<file path="src/cic_pkg.sv">
// CIC interpolator shared definitions
// Default sizes, width helper functions and rounding mode
package cic_pkg;

  localparam int DEF_WIDTH = 16;
  localparam int DEF_N = 4;
  localparam int DEF_MAX_RATE = 128;

  // Round half up when set, truncate otherwise
  localparam bit round_half = 1'b1;

  // Width needed to hold a rate value up to max_rate
  function automatic int rate_bits(input int max_rate);
    return $clog2(max_rate + 1);
  endfunction

  // Ceiling log2 of rate**(n-1), the bit growth of the filter
  function automatic int growth_bits(input int rate, input int n);
    longint unsigned prod;
    int bits;
    prod = 1;
    bits = 0;
    for (int i = 1; i < n; i++) begin
      prod = prod * longint'(rate);
    end
    for (int i = 0; i < 63; i++) begin
      if ((64'd1 << i) < prod) bits = i + 1;
    end
    return bits;
  endfunction

endpackage
</file>
<file path="src/cic_interp_top.sv">
// CIC interpolation subsystem top level
// Rate configuration port in front of the interpolator core
`timescale 1ns/10ps

module cic_interp_top #(
  parameter int WIDTH = cic_pkg::DEF_WIDTH,
  parameter int N = cic_pkg::DEF_N,
  parameter int MAX_RATE = cic_pkg::DEF_MAX_RATE
)(
  input  logic                                    clk,
  input  logic                                    reset,
  input  logic                                    strobe_in,
  input  logic [WIDTH-1:0]                        signal_in,
  output logic                                    strobe_out,
  output logic [WIDTH-1:0]                        signal_out,
  input  logic                                    rate_req,
  input  logic [cic_pkg::rate_bits(MAX_RATE)-1:0] rate_value,
  output logic                                    rate_ack
);

  logic [cic_pkg::rate_bits(MAX_RATE)-1:0] rate;
  logic                                    rate_stb;

  rate_config #(.MAX_RATE(MAX_RATE)) u_rate_config (
    .clk        (clk),
    .reset      (reset),
    .rate_req   (rate_req),
    .rate_value (rate_value),
    .rate_ack   (rate_ack),
    .rate       (rate),
    .rate_stb   (rate_stb)
  );

  cic_interpolate #(.WIDTH(WIDTH), .N(N), .MAX_RATE(MAX_RATE)) u_interpolate (
    .clk        (clk),
    .reset      (reset),
    .rate       (rate),
    .rate_stb   (rate_stb),
    .strobe_in  (strobe_in),
    .signal_in  (signal_in),
    .strobe_out (strobe_out),
    .signal_out (signal_out)
  );

endmodule

</file>
<file path="src/rate_config.sv">
// Rate configuration port
// Four-phase req/ack slave that loads a new interpolation rate
`timescale 1ns/10ps

module rate_config #(
  parameter int MAX_RATE = 128
)(
  input  logic                                    clk,
  input  logic                                    reset,
  input  logic                                    rate_req,
  input  logic [cic_pkg::rate_bits(MAX_RATE)-1:0] rate_value,
  output logic                                    rate_ack,
  output logic [cic_pkg::rate_bits(MAX_RATE)-1:0] rate,
  output logic                                    rate_stb
);

  localparam int RW = cic_pkg::rate_bits(MAX_RATE);

  localparam logic st_idle = 1'b0;
  localparam logic st_ack  = 1'b1;

  logic state;

  always_ff @(posedge clk) begin
    if (reset) begin
      state    <= st_idle;
      rate     <= RW'(1);
      rate_stb <= 1'b0;
    end else begin
      rate_stb <= 1'b0;
      case (state)
        st_idle: begin
          if (rate_req) begin
            rate     <= rate_value;
            rate_stb <= 1'b1;
            state    <= st_ack;
          end
        end
        st_ack: begin
          // Hold ack until the host withdraws the request
          if (!rate_req) begin
            state <= st_idle;
          end
        end
        default: state <= st_idle;
      endcase
    end
  end

  assign rate_ack = (state == st_ack);

endmodule

</file>
<file path="src/cic_interpolate.sv">
// CIC interpolator core
// Comb, strober, integrator and rounding with a registered output
`timescale 1ns/10ps

module cic_interpolate #(
  parameter int WIDTH = 16,
  parameter int N = 4,
  parameter int MAX_RATE = 128
)(
  input  logic                                    clk,
  input  logic                                    reset,
  input  logic [cic_pkg::rate_bits(MAX_RATE)-1:0] rate,
  input  logic                                    rate_stb,
  input  logic                                    strobe_in,
  input  logic [WIDTH-1:0]                        signal_in,
  output logic                                    strobe_out,
  output logic [WIDTH-1:0]                        signal_out
);

  // Internal word carries the worst case growth at MAX_RATE
  localparam int IW = WIDTH + cic_pkg::growth_bits(MAX_RATE, N);

  logic          comb_strobe;
  logic [IW-1:0] comb_data;
  logic          integ_strobe;
  logic          integ_strobe_out;
  logic [IW-1:0] integ_data;
  logic          round_strobe;
  logic [WIDTH-1:0] round_data;

  cic_comb #(.WIDTH(WIDTH), .N(N), .MAX_RATE(MAX_RATE)) u_comb (
    .clk         (clk),
    .reset       (reset),
    .strobe_in   (strobe_in),
    .signal_in   (signal_in),
    .comb_strobe (comb_strobe),
    .comb_data   (comb_data)
  );

  cic_strober #(.MAX_RATE(MAX_RATE)) u_strober (
    .clk          (clk),
    .reset        (reset),
    .rate         (rate),
    .rate_stb     (rate_stb),
    .comb_strobe  (comb_strobe),
    .integ_strobe (integ_strobe)
  );

  cic_integrator #(.WIDTH(WIDTH), .N(N), .MAX_RATE(MAX_RATE)) u_integrator (
    .clk              (clk),
    .reset            (reset),
    .comb_strobe      (comb_strobe),
    .comb_data        (comb_data),
    .integ_strobe     (integ_strobe),
    .integ_strobe_out (integ_strobe_out),
    .integ_data       (integ_data)
  );

  cic_round #(.WIDTH(WIDTH), .N(N), .MAX_RATE(MAX_RATE)) u_round (
    .clk          (clk),
    .reset        (reset),
    .rate         (rate),
    .in_strobe    (integ_strobe_out),
    .in_data      (integ_data),
    .round_strobe (round_strobe),
    .round_data   (round_data)
  );

  always_ff @(posedge clk) begin
    if (reset) begin
      strobe_out <= 1'b0;
      signal_out <= '0;
    end else begin
      strobe_out <= round_strobe;
      signal_out <= round_data;
    end
  end

endmodule

</file>
<file path="src/cic_round.sv">
// Rate dependent normalizer
// Drops the bit growth of the current rate with rounding and saturation
`timescale 1ns/10ps

module cic_round #(
  parameter int WIDTH = 16,
  parameter int N = 4,
  parameter int MAX_RATE = 128
)(
  input  logic                                    clk,
  input  logic                                    reset,
  input  logic [cic_pkg::rate_bits(MAX_RATE)-1:0] rate,
  input  logic                                    in_strobe,
  input  logic [WIDTH+cic_pkg::growth_bits(MAX_RATE, N)-1:0] in_data,
  output logic                                    round_strobe,
  output logic [WIDTH-1:0]                        round_data
);

  localparam int GROWTH = cic_pkg::growth_bits(MAX_RATE, N);
  localparam int IW = WIDTH + GROWTH;
  localparam int RW = cic_pkg::rate_bits(MAX_RATE);
  localparam int SW = $clog2(GROWTH + 1) + 1;

  logic [SW-1:0]        shift_tbl [0:MAX_RATE];
  logic [RW-1:0]        rate_idx;
  logic [SW-1:0]        g;
  logic [SW-1:0]        lshift;
  logic [IW-1:0]        aligned;
  logic signed [IW-1:0] ext;
  logic [IW:0]          half;
  logic [IW:0]          sum;
  logic signed [IW:0]   shifted;
  logic                 in_range;
  logic [WIDTH-1:0]     sat;

  for (genvar r = 0; r <= MAX_RATE; r++) begin : g_tbl
    assign shift_tbl[r] = SW'(cic_pkg::growth_bits(r, N));
  end

  assign rate_idx = (rate > RW'(MAX_RATE)) ? RW'(MAX_RATE) : rate;
  assign g        = shift_tbl[rate_idx];
  assign lshift   = SW'(GROWTH) - g;

  // Sign-extend from the top of the WIDTH+g bit slice
  assign aligned = in_data << lshift;
  assign ext     = $signed(aligned) >>> lshift;

  // Rates 0 and 1 have no growth, so the low WIDTH bits pass through
  assign half    = (cic_pkg::round_half && g != '0) ? (IW+1)'(1) << (g - SW'(1)) : '0;
  assign sum     = {ext[IW-1], ext} + half;
  assign shifted = $signed(sum) >>> g;

  assign in_range = (&shifted[IW:WIDTH-1]) || !(|shifted[IW:WIDTH-1]);
  assign sat      = in_range ? shifted[WIDTH-1:0] :
                    {shifted[IW], {(WIDTH-1){~shifted[IW]}}};

  always_ff @(posedge clk) begin
    if (reset) begin
      round_strobe <= 1'b0;
    end else begin
      round_strobe <= in_strobe;
    end
  end

  always_ff @(posedge clk) begin
    round_data <= sat;
  end

endmodule

</file>
<file path="src/cic_integrator.sv">
// CIC integrator section
// Holds the latest comb output and accumulates it at the output rate
`timescale 1ns/10ps

module cic_integrator #(
  parameter int WIDTH = 16,
  parameter int N = 4,
  parameter int MAX_RATE = 128
)(
  input  logic                clk,
  input  logic                reset,
  input  logic                comb_strobe,
  input  logic [WIDTH+cic_pkg::growth_bits(MAX_RATE, N)-1:0] comb_data,
  input  logic                integ_strobe,
  output logic                integ_strobe_out,
  output logic [WIDTH+cic_pkg::growth_bits(MAX_RATE, N)-1:0] integ_data
);

  localparam int IW = WIDTH + cic_pkg::growth_bits(MAX_RATE, N);

  logic [IW-1:0] sampler;
  logic          strobe_sampler;
  logic [IW-1:0] integrator [0:N-1];
  logic [N-1:0]  strobe_integ;

  always_ff @(posedge clk) begin
    if (comb_strobe) begin
      sampler <= comb_data;
    end
  end

  always_ff @(posedge clk) begin
    if (reset) begin
      strobe_sampler <= 1'b0;
      strobe_integ   <= '0;
      for (int i = 0; i < N; i++) begin
        integrator[i] <= '0;
      end
    end else begin
      strobe_sampler <= comb_strobe;
      strobe_integ   <= N'({strobe_integ, integ_strobe});
      // First stage sees the zero-stuffed stream, so it adds once per input
      if (strobe_sampler) begin
        integrator[0] <= integrator[0] + sampler;
      end
      for (int i = 1; i < N; i++) begin
        if (strobe_integ[i-1]) begin
          integrator[i] <= integrator[i] + integrator[i-1];
        end
      end
    end
  end

  assign integ_strobe_out = strobe_integ[N-1];
  assign integ_data       = integrator[N-1];

endmodule

</file>
<file path="src/cic_strober.sv">
// Output rate strober
// Issues rate consecutive strobes after every comb output
`timescale 1ns/10ps

module cic_strober #(
  parameter int MAX_RATE = 128
)(
  input  logic                                    clk,
  input  logic                                    reset,
  input  logic [cic_pkg::rate_bits(MAX_RATE)-1:0] rate,
  input  logic                                    rate_stb,
  input  logic                                    comb_strobe,
  output logic                                    integ_strobe
);

  localparam int RW = cic_pkg::rate_bits(MAX_RATE);

  logic [RW-1:0] counter;

  // Idle when counter equals rate, counting when below it
  always_ff @(posedge clk) begin
    if (reset || rate_stb) begin
      counter <= rate;
    end else if (comb_strobe) begin
      counter <= rate - RW'(1);
    end else if (counter == '0) begin
      counter <= rate;
    end else if (counter < rate) begin
      counter <= counter - RW'(1);
    end
  end

  // Suppressed during a rate load so a stale count gives no strobe
  assign integ_strobe = (counter < rate) && !rate_stb;

endmodule

</file>
<file path="src/cic_comb.sv">
// CIC comb section
// Sign-extends the input and runs N differentiators at the input rate
`timescale 1ns/10ps

module cic_comb #(
  parameter int WIDTH = 16,
  parameter int N = 4,
  parameter int MAX_RATE = 128
)(
  input  logic                clk,
  input  logic                reset,
  input  logic                strobe_in,
  input  logic [WIDTH-1:0]    signal_in,
  output logic                comb_strobe,
  output logic [WIDTH+cic_pkg::growth_bits(MAX_RATE, N)-1:0] comb_data
);

  localparam int IW = WIDTH + cic_pkg::growth_bits(MAX_RATE, N);

  logic [IW-1:0] signal_in_ext;
  logic [IW-1:0] delay [0:N-1];
  logic [IW-1:0] diff [0:N-1];
  logic [N-1:0]  strobe_diff;

  assign signal_in_ext = IW'($signed(signal_in));

  always_ff @(posedge clk) begin
    if (reset) begin
      strobe_diff <= '0;
      for (int i = 0; i < N; i++) begin
        delay[i] <= '0;
        diff[i]  <= '0;
      end
    end else begin
      // Strobe follows the data one stage per cycle
      strobe_diff <= N'({strobe_diff, strobe_in});
      if (strobe_in) begin
        delay[0] <= signal_in_ext;
        diff[0]  <= signal_in_ext - delay[0];
      end
      for (int i = 1; i < N; i++) begin
        if (strobe_diff[i-1]) begin
          delay[i] <= diff[i-1];
          diff[i]  <= diff[i-1] - delay[i];
        end
      end
    end
  end

  assign comb_strobe = strobe_diff[N-1];
  assign comb_data   = diff[N-1];

endmodule

</file>
<file path="config.mk">
export PLATFORM = sky130hd
export DESIGN_NAME = cic_interp_top
export DESIGN_NICKNAME = d
export VERILOG_FILES = /design/src/cic_pkg.sv /design/src/cic_interp_top.sv /design/src/rate_config.sv /design/src/cic_interpolate.sv /design/src/cic_round.sv /design/src/cic_integrator.sv /design/src/cic_strober.sv /design/src/cic_comb.sv
export SDC_FILE = /design/constraint.sdc
export NUM_CORES = 2
export LEC_CHECK = 0
export BUFFER_PORTS_ARGS = -buffer_cell sky130_fd_sc_hd__buf_4
export CAP_MARGIN = 20
export CORE_UTILIZATION = 40
export CTS_BUF_LIST = sky130_fd_sc_hd__clkbuf_8
export DETAILED_ROUTE_END_ITERATION = 8
export PLACE_DENSITY_LB_ADDON = 0.08
export SLEW_MARGIN = 5
export SYNTH_ARGS = -nofsm -noshare
export SYNTH_HDL_FRONTEND = slang
export SYNTH_SLANG_ARGS = --single-unit
export TNS_END_PERCENT = 1
</file>
<file path="constraint.sdc">
create_clock -name clk -period 16.95 [get_ports clk]
set_clock_uncertainty 0.05 [all_clocks]
set_input_delay 3.39 -clock clk [delete_from_list [all_inputs] [get_ports clk]]
set_output_delay 3.39 -clock clk [all_outputs]
set_load 0.01 [all_outputs]
</file>
==> results.py <==
metrics = {
    "power": {
        "comb_power_share_pct": 48.9,
        "p_sw_mw": 2.317,
        "power_density_mw_per_mm2": 126.8,
        "irDropWorstVdd_mv": 0.07259,
        "power.leakage_nw": 17.85,
        "clock_power_share_pct": 21.4,
        "p_int_mw": 3.165,
        "pwr-share-seq_pct": 29.7,
        "switching_share_pct": 42.26,
    },
    "sta": {
        "worstMarginPinSlew_ns": 1.092,
        "max_freq_mhz": 78.02,
        "drv_slew": 0,
        "whs_ns": 0.3604,
        "hold_viol_final": 0,
        "tns_ns": 0,
        "setup_viol": 0,
        "relSlewSlack_pct": 27.21,
        "rsz0062_at_grt": "no",
        "fin_ws_ns": 4.133,
        "min_period_ns": 12.82,
        "period_share_pct": 75.62,
    },
    "place": {
        "dp_hpwl_mm": 78.48,
        "port_buffers": 45,
        "globalplace.congestion": 0.9151,
        "placed_area_mm2": 0.04136,
        "dp_slack_ns": 4.285,
    },
    "yosys": {
        "synthCells": 4287,
        "syn_area_mm2": 0.03979,
        "yosys_register_bits": 521,
        "yosysUniqueCellTypes": 100,
        "yosys_warnings": 0,
        "synth_edf_count": 468,
        "synth-async-reset-ratio_pct": 0,
        "syn_area_per_cell_um2": 9.281,
        "synth_ff_type": "edfxtp_1",
        "ys_seq_area_share_pct": 37.99,
    },
    "global_routing": {
        "grt_max_degree": 75,
        "grt_pass1_vias": 30280,
        "grt_pass1_wl_mm": 166.8,
        "antenna_found_initial": 2,
        "grt_usage_pct": 20.73,
        "overflow": 0,
    },
    "cells_and_area": {
        "final_area_mm2": 0.04325,
        "syn_to_final_growth_pct": 8.695,
        "multi_input_area_mm2": 0.02311,
        "layout-drive-gt1-share_pct": 7.337,
        "num-nets-final": 4662,
        "final-seq-area_mm2": 0.01512,
        "nFillCells": 9825,
    },
    "drt": {
        "drcViolationCount": 0,
        "antenna_left": 0,
        "wl_per_cell_um": 18.52,
        "dr_total_vias": 31580,
        "first_pass_iters": 5,
        "viasPerCell": 5.575,
        "drt-initial-drc-count": 2158,
        "wl_mm": 104.9,
    },
    "setup_path": {
        "cp.arrival_ns": 13.36,
        "crit_path_start_kind": "flip-flop",
        "worstSetupPathType": "reg2reg",
        "path_max_fanout": 58,
        "r2r_cells": 39,
        "cp.required_ns": 17.49,
        "cpMaxStageDelayCell": "a221oi_1",
        "cp-end-kind": "flip-flop",
        "cpPeakStageDelay_ns": 0.79,
    },
    "floorplanning": {
        "core_area_mm2": 0.09842,
        "start_util_pct": 40.43,
        "die_w_um": 317.4,
        "die_y_um": 317.4,
        "io_pins": 46,
        "dieArea_mm2": 0.1007,
        "num_rows": 115,
    },
    "clocking": {
        "root_buffer": "clkbuf_8",
        "cts.clk_slew.worst_paths_ns": 0.06,
        "htree_levels": 3,
        "cts_setup_buffers": 0,
        "cts_sinks": 521,
        "cts_buffers": 95,
        "cts_tree": "done",
        "ctsResizeCount": 0,
        "clkLatencyLatePin_ns": 0.71,
        "ctsHoldBuffers": 0,
        "cts_buffer_depth": 3,
    },
    "run_status": {
        "status": "completed",
    },
    "job": {
        "maxCapViolations": 0,
    },
    "min_path": {
        "holdPathStages": 0,
        "hp-class": "reg2reg",
    },
}
==> cells by family after synthesis <==
| family | count (synthesis) | synth area share (%) |
|---|---|---|
| xor gates and xnor gates | 214 | 4.777 |
| muxes | 200 | 6.019 |
| DFF | 521 | 37.99 |
| AOI/OAI and AO/OA | 1096 | 18.08 |
| and+or+nand+nor | 1500 | 18.20 |
| buffers and inverters | 420 | 4.148 |
| adders and majority gates | 335 | 10.78 |
| other | 1 | 0.009425 |
==> final timing paths <==
kind,start,end,slack (ns)
max,u_rate_config.rate[2],u_interpolate.u_round.round_data[9],4.13
max reg2reg,u_rate_config.rate[2],u_interpolate.u_round.round_data[9],4.13
min reg2reg,u_interpolate.u_comb.diff[3][20],u_interpolate.u_integrator.sampler[20],0.36
min,u_interpolate.u_comb.diff[3][20],u_interpolate.u_integrator.sampler[20],0.36
==> through the flow <==
stage                     cells  utilization (%)  power (mW)
after floorplan            4297                -       3.568
after global placement     5486            41.99       4.304
after detailed placement   5487            42.02       4.286
after CTS                  5660            43.89       5.496
after global routing       5664            43.94       5.868
final                      5664            43.94       5.482
==> area by class of cell <==
| cell class | count | share of cell area, % |
|---|---|---|
| Multi-Input combinational cell | 3356 | 53.44 |
| Antenna cell | 2 | 0.01157 |
| Timing Repair Buffer | 78 | 1.475 |
| Clock buffer | 106 | 3.373 |
| Inverter | 247 | 2.147 |
| Tap cell | 1287 | 3.723 |
| Sequential cell | 521 | 34.95 |
| Clock inverter | 67 | 0.8795 |
==> sequential cells by signal (all words and copies together) (netlist names), 4 cells and up <==
signal and count:
u_interpolate.u_comb.delay 127, u_interpolate.u_integrator.strobe_integ 4, u_rate_config.rate 8, u_interpolate.u_round.round_data 16
u_interpolate.u_comb.diff 148, u_interpolate.signal_out 16, u_interpolate.u_strober.counter 8, u_interpolate.u_comb.strobe_diff 4
u_interpolate.u_integrator.integrator 148, u_interpolate.u_integrator.sampler 37
==> cells in the final DEF, fill, tap and decap left out, drive strengths merged, types with 19 or more instances in the layout <==
cell and n:
xor2 104, nor2b 78, and3 39, mux4 29, a21o 82, or3 34
nor2 485, o21ai 234, o211ai 40, a21boi 26, a211oi 61, a31oi 55
mux2i 147, xnor2 110, nand3 81, o31ai 19, or2 32, clkinv 28
o22ai 20, o21bai 23, edfxtp 468, inv 281, a21oi 293, clkbuf 106
nor3 156, and2 161, nand2b 69, dfxtp 53, o21a 50, ha 322
buf 78, mux2 24, nand2 290
==> Yosys cell counts (49+ instances only) <==
cell type  number  area share, %
nor2_1        484            4.6
edfxtp_1      468             35
ha_1          322             10
a21oi_1       293            3.7
nand2_1       289            2.7
inv_1         244            2.3
o21ai_0       232            2.9
and2_1        161            2.5
nor3_1        156            2.0
mux2i_1       147            3.7
clkbuf_1      126            1.2
xnor2_1       108            2.4
xor2_1        104            2.3
a21o_1         82            1.5
nand3_1        81            1.0
nor2b_1        78            1.2
nand2b_1       69            1.1
a211oi_1       61            1.2
a31oi_1        53           0.83
dfxtp_1        53            2.7
o21a_1         49           0.92
==> critical path: cells and delay by family, from the launching register on <==
kind            cells  cell delay, ns
fa+ha+maj           3            1.04
compound gates     19            6.62
mux                 4            1.13
simple gates        8            1.81
buf+inv             4            1.23
flops               1            0.50
xor+xnor            1            0.27
==> routing by layer <==
layer	share of wire [%]	up-vias	GRT usage, %	wire length, µm
li1	-	15760	-	-
met5	0	-	0	0
met4	2.7	0	6.535	2811
met2	46	686	34.15	48670
met1	47	14960	28.23	48920
met3	4.3	174	2.605	4489
==> power by group through the flow <==
stage	Combinational, mW	Sequential [mW]	Clock, mW
floorplan	1.96	1.61	0
global placement	2.65	1.66	0
detailed placement	2.63	1.65	0
CTS	2.65	1.63	1.22
global route	2.95	1.64	1.27
finish	2.68	1.63	1.17
(Power assumes the default switching activity.)
